===== src/cpu_pkg.sv =====
/* core shared types */

package cpu_pkg;

  localparam int xlen = 32;

  typedef logic [xlen-1:0] word_t;
  typedef logic [4:0]      reg_addr_t;

  // major opcodes
  localparam logic [6:0] op_lui    = 7'b0110111;
  localparam logic [6:0] op_op     = 7'b0110011;
  localparam logic [6:0] op_op_imm = 7'b0010011;
  localparam logic [6:0] op_load   = 7'b0000011;
  localparam logic [6:0] op_store  = 7'b0100011;

  typedef struct packed {
    logic [6:0] funct7;
    reg_addr_t  rs2;
    reg_addr_t  rs1;
    logic [2:0] funct3;
    reg_addr_t  rd;
    logic [6:0] opcode;
  } inst_r_t;

  typedef struct packed {
    logic [11:0] imm;
    reg_addr_t   rs1;
    logic [2:0]  funct3;
    reg_addr_t   rd;
    logic [6:0]  opcode;
  } inst_i_t;

  typedef struct packed {
    logic [6:0] imm_hi;
    reg_addr_t  rs2;
    reg_addr_t  rs1;
    logic [2:0] funct3;
    logic [4:0] imm_lo;
    logic [6:0] opcode;
  } inst_s_t;

  typedef struct packed {
    logic [19:0] imm;
    reg_addr_t   rd;
    logic [6:0]  opcode;
  } inst_u_t;

  // one instruction word, four field layouts
  typedef union packed {
    inst_r_t r;
    inst_i_t i;
    inst_s_t s;
    inst_u_t u;
  } inst_u;

  typedef enum logic [2:0] {
    alu_add,
    alu_sub,
    alu_and,
    alu_or,
    alu_xor,
    alu_pass_b,
    alu_none
  } alu_op_e;

  typedef struct packed {
    word_t pc;
    word_t inst;
  } if_to_id_t;

  typedef struct packed {
    word_t     pc;
    word_t     inst;
    alu_op_e   alu_op;
    logic      use_imm;
    logic      is_load;
    logic      is_store;
    logic      wen;
    reg_addr_t rd;
    reg_addr_t rs1;
    reg_addr_t rs2;
    word_t     imm;
  } id_to_ex_t;

  typedef struct packed {
    word_t     pc;
    word_t     inst;
    logic      is_load;
    logic      is_store;
    logic      wen;
    reg_addr_t rd;
    word_t     result;
    word_t     store_data;
  } ex_to_mem_t;

  typedef struct packed {
    word_t     pc;
    word_t     inst;
    logic      wen;
    reg_addr_t rd;
    word_t     result;
  } mem_to_wb_t;

  // pending is set for a load still waiting on its data
  typedef struct packed {
    logic      valid;
    logic      pending;
    reg_addr_t rd;
    word_t     data;
  } fwd_t;

  typedef struct packed {
    logic  write;
    word_t addr;
    word_t wdata;
  } dmem_req_t;

  typedef struct packed {
    word_t     pc;
    word_t     inst;
    logic      wen;
    reg_addr_t rd;
    word_t     data;
  } commit_t;

endpackage


===== src/if_stage.sv =====
/* instruction fetch stage */

`timescale 1ns/1ps

module if_stage #(
  parameter cpu_pkg::word_t reset_pc = '0
) (
  input  logic                clock,
  input  logic                reset,
  input  logic                id_allowin,
  input  logic                imem_ready,
  input  cpu_pkg::word_t      imem_data,
  output logic                imem_valid,
  output cpu_pkg::word_t      imem_addr,
  output logic                if_to_id_valid,
  output cpu_pkg::if_to_id_t  if_to_id
);
  import cpu_pkg::*;

  word_t     pc;
  logic      fetch_en;
  logic      out_valid;
  if_to_id_t out_q;
  logic      fetch_done;

  // issue only when the output register is free or drains this cycle
  assign imem_valid = fetch_en & (~out_valid | id_allowin);
  assign imem_addr  = pc;
  assign fetch_done = imem_valid & imem_ready;

  assign if_to_id_valid = out_valid;
  assign if_to_id       = out_q;

  always_ff @(posedge clock) begin
    if (reset) begin
      pc        <= reset_pc;
      fetch_en  <= 1'b0;
      out_valid <= 1'b0;
    end else begin
      fetch_en <= 1'b1;
      if (fetch_done) begin
        pc        <= pc + 32'd4;
        out_valid <= 1'b1;
      end else if (id_allowin) begin
        out_valid <= 1'b0;
      end
    end
  end

  always_ff @(posedge clock) begin
    if (fetch_done) begin
      out_q <= '{pc: pc, inst: imem_data};
    end
  end

  // an issued fetch stays up with the same address until accepted
  assert property (@(posedge clock) disable iff (reset)
    imem_valid && !imem_ready |=> imem_valid && $stable(imem_addr));

endmodule


===== src/id_stage.sv =====
/* decode stage */

`timescale 1ns/1ps

module id_stage (
  input  logic                clock,
  input  logic                reset,
  input  logic                if_to_id_valid,
  input  cpu_pkg::if_to_id_t  if_to_id,
  input  logic                ex_allowin,
  output logic                id_allowin,
  output logic                id_to_ex_valid,
  output cpu_pkg::id_to_ex_t  id_to_ex
);
  import cpu_pkg::*;

  logic      id_valid;
  if_to_id_t id_in;
  inst_u     inst;
  alu_op_e   alu_op;
  logic      use_imm;
  logic      is_load;
  logic      is_store;
  logic      wen;
  reg_addr_t rs1;
  reg_addr_t rs2;
  word_t     imm;

  assign id_allowin     = ~id_valid | ex_allowin;
  assign id_to_ex_valid = id_valid;

  always_ff @(posedge clock) begin
    if (reset) begin
      id_valid <= 1'b0;
    end else if (id_allowin) begin
      id_valid <= if_to_id_valid;
    end
  end

  always_ff @(posedge clock) begin
    if (if_to_id_valid && id_allowin) begin
      id_in <= if_to_id;
    end
  end

  assign inst = id_in.inst;

  always_comb begin
    alu_op   = alu_none;
    use_imm  = 1'b0;
    is_load  = 1'b0;
    is_store = 1'b0;
    imm      = '0;
    rs1      = inst.r.rs1;
    rs2      = inst.r.rs2;
    case (inst.r.opcode)
      op_op: begin
        case ({inst.r.funct7, inst.r.funct3})
          {7'b0000000, 3'b000}: alu_op = alu_add;
          {7'b0100000, 3'b000}: alu_op = alu_sub;
          {7'b0000000, 3'b100}: alu_op = alu_xor;
          {7'b0000000, 3'b110}: alu_op = alu_or;
          {7'b0000000, 3'b111}: alu_op = alu_and;
          default:              alu_op = alu_none;
        endcase
      end
      op_op_imm, op_load: begin
        // addi, or lw when funct3 selects a word
        if (inst.i.funct3 == (inst.i.opcode == op_load ? 3'b010 : 3'b000)) begin
          alu_op  = alu_add;
          use_imm = 1'b1;
          is_load = (inst.i.opcode == op_load);
          imm     = {{20{inst.i.imm[11]}}, inst.i.imm};
        end
        rs2 = '0;
      end
      op_store: begin
        if (inst.s.funct3 == 3'b010) begin
          alu_op   = alu_add;
          use_imm  = 1'b1;
          is_store = 1'b1;
          imm      = {{20{inst.s.imm_hi[6]}}, inst.s.imm_hi, inst.s.imm_lo};
        end
      end
      op_lui: begin
        alu_op  = alu_pass_b;
        use_imm = 1'b1;
        imm     = {inst.u.imm, 12'b0};
        rs1     = '0;
        rs2     = '0;
      end
      default: alu_op = alu_none;
    endcase
    // no sources for unknown encodings, so they never stall
    if (alu_op == alu_none) begin
      rs1 = '0;
      rs2 = '0;
    end
  end

  assign wen = (alu_op != alu_none) && !is_store && (inst.r.rd != '0);

  assign id_to_ex = '{pc: id_in.pc, inst: id_in.inst, alu_op: alu_op,
                      use_imm: use_imm, is_load: is_load, is_store: is_store,
                      wen: wen, rd: inst.r.rd, rs1: rs1, rs2: rs2, imm: imm};

endmodule


===== src/ex_stage.sv =====
/* execute stage */

`timescale 1ns/1ps

module ex_stage (
  input  logic                 clock,
  input  logic                 reset,
  input  logic                 id_to_ex_valid,
  input  cpu_pkg::id_to_ex_t   id_to_ex,
  input  logic                 mem_allowin,
  output logic                 ex_allowin,
  input  cpu_pkg::fwd_t        mem_fwd,
  input  cpu_pkg::fwd_t        wb_fwd,
  output cpu_pkg::reg_addr_t   rs1_addr,
  output cpu_pkg::reg_addr_t   rs2_addr,
  input  cpu_pkg::word_t       rs1_data,
  input  cpu_pkg::word_t       rs2_data,
  output logic                 ex_to_mem_valid,
  output cpu_pkg::ex_to_mem_t  ex_to_mem
);
  import cpu_pkg::*;

  logic      ex_valid;
  id_to_ex_t ex_in;
  word_t     src1;
  word_t     src2;
  word_t     op_b;
  word_t     alu_result;
  logic      load_hold;
  logic      ready_go;

  // youngest producer wins, x0 is never forwarded
  function automatic word_t pick_operand(input reg_addr_t addr, input word_t rf_data,
                                         input fwd_t mf, input fwd_t wf);
    if (addr == '0) return '0;
    if (mf.valid && mf.rd == addr) return mf.data;
    if (wf.valid && wf.rd == addr) return wf.data;
    return rf_data;
  endfunction

  always_ff @(posedge clock) begin
    if (reset) begin
      ex_valid <= 1'b0;
    end else if (ex_allowin) begin
      ex_valid <= id_to_ex_valid;
    end
  end

  always_ff @(posedge clock) begin
    if (id_to_ex_valid && ex_allowin) begin
      ex_in <= id_to_ex;
    end
  end

  assign rs1_addr = ex_in.rs1;
  assign rs2_addr = ex_in.rs2;

  assign src1 = pick_operand(ex_in.rs1, rs1_data, mem_fwd, wb_fwd);
  assign src2 = pick_operand(ex_in.rs2, rs2_data, mem_fwd, wb_fwd);
  assign op_b = ex_in.use_imm ? ex_in.imm : src2;

  // load in memory stage has not returned what we need yet
  assign load_hold = mem_fwd.valid && mem_fwd.pending &&
                     ((ex_in.rs1 != '0 && ex_in.rs1 == mem_fwd.rd) ||
                      (ex_in.rs2 != '0 && ex_in.rs2 == mem_fwd.rd));

  assign ready_go        = ~load_hold;
  assign ex_allowin      = ~ex_valid | (ready_go & mem_allowin);
  assign ex_to_mem_valid = ex_valid & ready_go;

  // loads and stores use alu_add, giving the address
  always_comb begin
    case (ex_in.alu_op)
      alu_add:    alu_result = src1 + op_b;
      alu_sub:    alu_result = src1 - op_b;
      alu_and:    alu_result = src1 & op_b;
      alu_or:     alu_result = src1 | op_b;
      alu_xor:    alu_result = src1 ^ op_b;
      alu_pass_b: alu_result = op_b;
      default:    alu_result = '0;
    endcase
  end

  assign ex_to_mem = '{pc: ex_in.pc, inst: ex_in.inst, is_load: ex_in.is_load,
                       is_store: ex_in.is_store, wen: ex_in.wen, rd: ex_in.rd,
                       result: alu_result, store_data: src2};

endmodule


===== src/mem_stage.sv =====
/* memory access stage */

`timescale 1ns/1ps

module mem_stage (
  input  logic                 clock,
  input  logic                 reset,
  input  logic                 ex_to_mem_valid,
  input  cpu_pkg::ex_to_mem_t  ex_to_mem,
  input  logic                 wb_allowin,
  output logic                 mem_allowin,
  output logic                 dmem_valid,
  output cpu_pkg::dmem_req_t   dmem_req,
  input  logic                 dmem_ready,
  input  cpu_pkg::word_t       dmem_rdata,
  output cpu_pkg::fwd_t        mem_fwd,
  output logic                 mem_to_wb_valid,
  output cpu_pkg::mem_to_wb_t  mem_to_wb
);
  import cpu_pkg::*;

  logic       mem_valid;
  ex_to_mem_t mem_in;
  logic       is_mem;
  logic       access_done;
  logic       resp;
  logic       ready_go;
  word_t      rdata_q;
  word_t      final_result;

  assign is_mem = mem_in.is_load | mem_in.is_store;

  // access_done covers a finished access still waiting on writeback
  assign dmem_valid = mem_valid & is_mem & ~access_done;
  assign dmem_req   = '{write: mem_in.is_store, addr: mem_in.result, wdata: mem_in.store_data};
  assign resp       = dmem_valid & dmem_ready;

  assign ready_go        = ~is_mem | access_done | resp;
  assign mem_allowin     = ~mem_valid | (ready_go & wb_allowin);
  assign mem_to_wb_valid = mem_valid & ready_go;

  always_ff @(posedge clock) begin
    if (reset) begin
      mem_valid   <= 1'b0;
      access_done <= 1'b0;
    end else begin
      if (mem_allowin) begin
        mem_valid <= ex_to_mem_valid;
      end
      if (mem_allowin) begin
        access_done <= 1'b0;
      end else if (resp) begin
        access_done <= 1'b1;
      end
    end
  end

  always_ff @(posedge clock) begin
    if (ex_to_mem_valid && mem_allowin) begin
      mem_in <= ex_to_mem;
    end
    if (resp) begin
      rdata_q <= dmem_rdata;
    end
  end

  always_comb begin
    final_result = mem_in.result;
    if (mem_in.is_load) begin
      final_result = access_done ? rdata_q : dmem_rdata;
    end
  end

  assign mem_fwd = '{valid: mem_valid & mem_in.wen,
                     pending: mem_in.is_load & ~(access_done | resp),
                     rd: mem_in.rd, data: final_result};

  assign mem_to_wb = '{pc: mem_in.pc, inst: mem_in.inst, wen: mem_in.wen,
                       rd: mem_in.rd, result: final_result};

  // a data request holds until the memory takes it
  assert property (@(posedge clock) disable iff (reset)
    dmem_valid && !dmem_ready |=> dmem_valid && $stable(dmem_req));

endmodule


===== src/wb_stage.sv =====
/* writeback and commit */

`timescale 1ns/1ps

module wb_stage (
  input  logic                 clock,
  input  logic                 reset,
  input  logic                 mem_to_wb_valid,
  input  cpu_pkg::mem_to_wb_t  mem_to_wb,
  output logic                 wb_allowin,
  output logic                 reg_wen,
  output cpu_pkg::reg_addr_t   reg_waddr,
  output cpu_pkg::word_t       reg_wdata,
  output cpu_pkg::fwd_t        wb_fwd,
  output logic                 commit_valid,
  output cpu_pkg::commit_t     commit
);
  import cpu_pkg::*;

  logic       wb_valid;
  mem_to_wb_t wb_in;

  // retires in one cycle, never back-pressures
  assign wb_allowin = 1'b1;

  always_ff @(posedge clock) begin
    if (reset) begin
      wb_valid <= 1'b0;
    end else begin
      wb_valid <= mem_to_wb_valid;
    end
  end

  always_ff @(posedge clock) begin
    if (mem_to_wb_valid) begin
      wb_in <= mem_to_wb;
    end
  end

  assign reg_wen   = wb_valid & wb_in.wen;
  assign reg_waddr = wb_in.rd;
  assign reg_wdata = wb_in.result;

  assign wb_fwd = '{valid: reg_wen, pending: 1'b0, rd: wb_in.rd, data: wb_in.result};

  assign commit_valid = wb_valid;
  assign commit = '{pc: wb_in.pc, inst: wb_in.inst, wen: wb_in.wen,
                    rd: wb_in.rd, data: wb_in.result};

  // decode clears wen for rd zero
  assert property (@(posedge clock) disable iff (reset) reg_wen |-> reg_waddr != '0);

endmodule


===== src/regfile.sv =====
/* integer register file */

`timescale 1ns/1ps

module regfile (
  input  logic                clock,
  input  logic                reset,
  input  cpu_pkg::reg_addr_t  rs1_addr,
  input  cpu_pkg::reg_addr_t  rs2_addr,
  output cpu_pkg::word_t      rs1_data,
  output cpu_pkg::word_t      rs2_data,
  input  logic                reg_wen,
  input  cpu_pkg::reg_addr_t  reg_waddr,
  input  cpu_pkg::word_t      reg_wdata
);
  import cpu_pkg::*;

  word_t regs [32];

  always_ff @(posedge clock) begin
    if (reset) begin
      for (int i = 0; i < 32; i++) begin
        regs[i] <= '0;
      end
    end else if (reg_wen && reg_waddr != '0) begin
      regs[reg_waddr] <= reg_wdata;
    end
  end

  // x0 reads as zero
  assign rs1_data = (rs1_addr == '0) ? '0 : regs[rs1_addr];
  assign rs2_data = (rs2_addr == '0) ? '0 : regs[rs2_addr];

endmodule


===== src/cpu.sv =====
/* five-stage core top */

`timescale 1ns/1ps

module cpu #(
  parameter cpu_pkg::word_t reset_pc = '0
) (
  input  logic                clock,
  input  logic                reset,
  output logic                imem_valid,
  output cpu_pkg::word_t      imem_addr,
  input  logic                imem_ready,
  input  cpu_pkg::word_t      imem_data,
  output logic                dmem_valid,
  output cpu_pkg::dmem_req_t  dmem_req,
  input  logic                dmem_ready,
  input  cpu_pkg::word_t      dmem_rdata,
  output logic                commit_valid,
  output cpu_pkg::commit_t    commit
);
  import cpu_pkg::*;

  // stage handshakes
  logic if_to_id_valid, id_to_ex_valid, ex_to_mem_valid, mem_to_wb_valid;
  logic id_allowin, ex_allowin, mem_allowin, wb_allowin;

  if_to_id_t  if_to_id;
  id_to_ex_t  id_to_ex;
  ex_to_mem_t ex_to_mem;
  mem_to_wb_t mem_to_wb;
  fwd_t       mem_fwd;
  fwd_t       wb_fwd;

  // register file ports
  reg_addr_t rs1_addr, rs2_addr, reg_waddr;
  word_t     rs1_data, rs2_data, reg_wdata;
  logic      reg_wen;

  if_stage #(.reset_pc(reset_pc)) if_stage_i (
    .clock, .reset, .id_allowin, .imem_ready, .imem_data,
    .imem_valid, .imem_addr, .if_to_id_valid, .if_to_id
  );

  id_stage id_stage_i (
    .clock, .reset, .if_to_id_valid, .if_to_id, .ex_allowin,
    .id_allowin, .id_to_ex_valid, .id_to_ex
  );

  ex_stage ex_stage_i (
    .clock, .reset, .id_to_ex_valid, .id_to_ex, .mem_allowin, .ex_allowin,
    .mem_fwd, .wb_fwd, .rs1_addr, .rs2_addr, .rs1_data, .rs2_data,
    .ex_to_mem_valid, .ex_to_mem
  );

  mem_stage mem_stage_i (
    .clock, .reset, .ex_to_mem_valid, .ex_to_mem, .wb_allowin, .mem_allowin,
    .dmem_valid, .dmem_req, .dmem_ready, .dmem_rdata, .mem_fwd,
    .mem_to_wb_valid, .mem_to_wb
  );

  wb_stage wb_stage_i (
    .clock, .reset, .mem_to_wb_valid, .mem_to_wb, .wb_allowin,
    .reg_wen, .reg_waddr, .reg_wdata, .wb_fwd, .commit_valid, .commit
  );

  regfile regfile_i (
    .clock, .reset, .rs1_addr, .rs2_addr, .rs1_data, .rs2_data,
    .reg_wen, .reg_waddr, .reg_wdata
  );

endmodule


===== config.mk =====
export PLATFORM = sky130hd
export DESIGN_NAME = cpu
export DESIGN_NICKNAME = d
export VERILOG_FILES = /design/src/cpu_pkg.sv /design/src/if_stage.sv /design/src/id_stage.sv /design/src/ex_stage.sv /design/src/mem_stage.sv /design/src/wb_stage.sv /design/src/regfile.sv /design/src/cpu.sv
export SDC_FILE = /design/constraint.sdc
export NUM_CORES = 2
export LEC_CHECK = 0
export BUFFER_PORTS_ARGS = -buffer_cell sky130_fd_sc_hd__buf_2
export CELL_PAD_IN_SITES_DETAIL_PLACEMENT = 0
export CELL_PAD_IN_SITES_GLOBAL_PLACEMENT = 2
export CORE_UTILIZATION = 46
export CTS_CLUSTER_SIZE = 25
export DETAILED_ROUTE_END_ITERATION = 7
export PLACE_DENSITY = 0.78
export SLEW_MARGIN = 20
export SYNTH_ARGS = -nofsm -noshare
export SYNTH_HDL_FRONTEND = slang
export SYNTH_SLANG_ARGS = --single-unit

===== constraint.sdc =====
create_clock -name clock -period 11.61 [get_ports clock]
set_clock_uncertainty 0.1 [all_clocks]
set_input_delay 2.322 -clock clock [delete_from_list [all_inputs] [get_ports clock]]
set_output_delay 2.322 -clock clock [all_outputs]
set_load 0.03 [all_outputs]

==> flow_metrics.tcl <==
set metrics [dict create \
    outcome "complete, no violations" \
    period_minus_slack_ns 8.51 \
    cts_tree "done" \
    peakVddDrop_uv 168 \
    yosys-top-cells-count "edfxtp_1, and2_1, mux4_2" \
    ys_types 102 \
    synthMuxAreaShare 0.178 \
    synth_simple_gate_area_frac 0.119 \
    drtPass1Iterations 6 \
    min_period_over_period 0.733 \
    rsz0062_at_grt "no" \
    gp_congestion 0.906 \
    worstSkewPairLatency_ns 0.87 \
    relSlewSlack 0.156 \
    drc 0 \
    synth_fa_ha_area_frac 0.0156 \
    min_path_type "reg -> reg" \
    grt_antenna_before_repair 30 \
    cellPowerDensity_nw_per_um2 140 \
    first_global_vias 49300 \
    grt_max_degree 113 \
    crit_chain "buf_4, buf_4, mux4_2, a221oi_1, and3_1, o221a_2, inv_1, nor2_1, and4b_2, o211ai_4, o31ai_1, xnor2_1, ha_1, and4_1, nor2b_1, or4_1, o32a_1, a21oi_1, o31ai_1, nor4_1, nor3_1, a211oi_1, xnor3_1, o221ai_1" \
    synth_top_area_frac 0.575 \
    synth_top_cells_by_area "edfxtp_1, mux4_2, and2_1" \
    fill_cells 14100 \
    first_iter_violations 7444 \
    vias 50200 \
    core_um2 170000 \
    cts_sinks 1562 \
    cts_root_buf "clkbuf_16" \
    worst_slew_pin_slew_ns 1.26 \
    synth-compound-area-share 0.0513 \
    ant_nets 0 \
    drive_gt1_frac 0.240 \
    cts_hold_buf 0 \
    clockBufferDepth 3 \
    syn_area_per_cell_um2 14.7 \
    synth_flop_cell "edfxtp_1" \
    die_h_um 417 \
    ys_async_sr_fraction 0 \
    synthToLayoutAreaGrowth_pct 11.8 \
    synth-edff-count 1515 \
    die-area_um2 174000 \
    dp_hpwl_um 172000 \
    yosysMostFrequentCell "edfxtp_1" \
    tns_ns 0 \
    routedWlPerCell_um 35.2 \
    finalNetCount 5662 \
    via_per_inst 6.32 \
    maxCapViolCount 0 \
    cts_resized 0 \
    crit_arrival_ns 9.09 \
    synth-seq-cells 1562 \
    grtUsageTotal 0.320 \
    end_kind "register" \
    cts_buffers 170 \
    p_leak_nw 31.3 \
    io_buffers 265 \
    start_util 0.465 \
    crit_buf_inv 3 \
    gr-total-overflow 0 \
    max_freq_ghz 0.118 \
    crit_path_max_incr_delay_ns 1.02 \
    wirelength_um 280000 \
    crit_required_ns 12.19 \
    grt_pass1_wl_um 385000 \
    clkSlewWorstSetupHoldPaths_ns 0.07 \
    dpl_worst_slack_ns 3.20 \
    cts_setup_buffers 0 \
    start_kind "register" \
    slew_viol_final 0 \
    netlist_instances 5395 \
    crit_type "reg -> reg" \
    ios 270 \
    setup_slack_ns 3.10 \
    die_w_um 417 \
    synth_top_family_by_area "multiplexers" \
    syn-cell-area_um2 79200 \
    htreeDepth 4 \
    synth_top_area_cell "edfxtp_1" \
    setup_viol 0 \
    cp_max_fo 55 \
    yosysSeqAreaShare 0.586 \
    hold_violations 0 \
    synthXorXnorAreaFrac 0.0111 \
    synth_warnings 0 \
    crit_family "compound AO/OA/AOI/OAI gates" \
    num_rows 151 \
    critPathSlowestCell "dfxtp_4" \
]
[per-layer routing]
metal  share of wire  routed length [µm]  vias to the layer above  track usage
met5         0.00021                  60                        -            0
met4           0.054               15200                       10        0.160
met3            0.10               29300                      588       0.0680
met2            0.46              128000                     3041        0.494
met1            0.38              107000                    25900        0.431
li1                -                   -                    20700            -
[where the power goes]
part,switching [mW],total (mW),internal [mW]
combinational,0.377,0.563,0.186
sequential,0.0793,6.40,6.32
clock,2.41,5.41,3.00
[final cells by class]
type,instances,area (µm²),share of cell area
inverters,122,460,0.00520
flip-flops and latches,1562,46500,0.525
clock buffers,207,4430,0.0501
multi-input cells,3215,30500,0.344
repair buffers,425,2670,0.0302
clock inverters,103,1120,0.0127
well taps,2295,2870,0.0324
diodes,13,32.5,0.000368
[metrics by stage]
stage | area (µm²) | power, mW | std cells | utilization | hold WS [ns]
3_3_place_gp | 82900 | 7.05 | 7617 | 0.487 | 0.300
3_5_place_dp | 82900 | 7.06 | 7618 | 0.487 | 0.305
4_1_cts | 88500 | 12.4 | 7928 | 0.520 | 0.312
6_report | 88500 | 12.4 | 7942 | 0.520 | 0.309
5_1_grt | 88500 | 12.7 | 7930 | 0.520 | 0.316
2_1_floorplan | 79300 | 6.80 | 5431 | - | 0.300
[worst register-to-register path, cell delays in order (launching register included)]
cell	delay, ns
dfxtp_4	1.02
buf_4	0.65
buf_4	0.49
mux4_2	0.37
a221oi_1	0.33
and3_1	0.59
o221a_2	0.37
inv_1	0.11
nor2_1	0.20
and4b_2	0.39
o211ai_4	0.13
o31ai_1	0.32
xnor2_1	0.11
ha_1	0.35
and4_1	0.23
nor2b_1	0.14
or4_1	0.40
o32a_1	0.34
a21oi_1	0.40
o31ai_1	0.22
nor4_1	0.20
nor3_1	0.12
a211oi_1	0.22
xnor3_1	0.42
o221ai_1	0.16
[sequential cells by signal, summed over array words and instances, names as in the netlist, named ones only]
name	count
ex_stage_i.ex_in	36
ex_stage_i.ex_to_mem	65
ex_stage_i.ex_valid	1
ex_stage_i.rs1_addr	5
ex_stage_i.rs2_addr	5
id_stage_i.id_to_ex	30
id_stage_i.id_to_ex_valid	1
id_stage_i.inst	32
if_stage_i.fetch_en	1
if_stage_i.if_to_id	62
if_stage_i.if_to_id_valid	1
if_stage_i.imem_addr	30
mem_stage_i.access_done	1
mem_stage_i.dmem_req	65
mem_stage_i.mem_in	1
mem_stage_i.mem_to_wb	63
mem_stage_i.mem_valid	1
mem_stage_i.rdata_q	32
regfile_i.regs	1024
wb_stage_i.commit	59
wb_stage_i.commit_valid	1
wb_stage_i.reg_waddr	4
wb_stage_i.reg_wdata	32
[final timing paths]
kind	end	start	slack, ns	depth (start not counted)
worst min-delay path	id_stage_i.id_to_ex[103]	if_stage_i.if_to_id[49]	0.31	0
worst min register to register	id_stage_i.id_to_ex[103]	if_stage_i.if_to_id[49]	0.31	0
worst max-delay path	mem_stage_i.dmem_req[63]	register	3.10	24
worst max register to register	mem_stage_i.dmem_req[63]	register	3.10	24
[logic make-up (layout without fill, tap and decap cells)]
group	count (synthesis)	in the layout
other	1	50
and+or+nand+nor	1653	1653
AOI/OAI and AO/OA	603	603
xor gates and xnor gates	99	99
DFF	1562	1562
adders and majority gates	98	98
buffers and inverters	654	857
muxes	725	725
[cell usage in the layout, fill, tap and decap left out, drive strengths merged, types with 97 or more instances in the layout]
master	n
edfxtp	1515
o21ai	138
clkbuf	207
nor2	188
and2	1022
inv	126
nand2	186
a21oi	100
mux4	538
ha	97
buf	425
mux2i	168
Note: power is estimated with default switching activity, not from simulation.
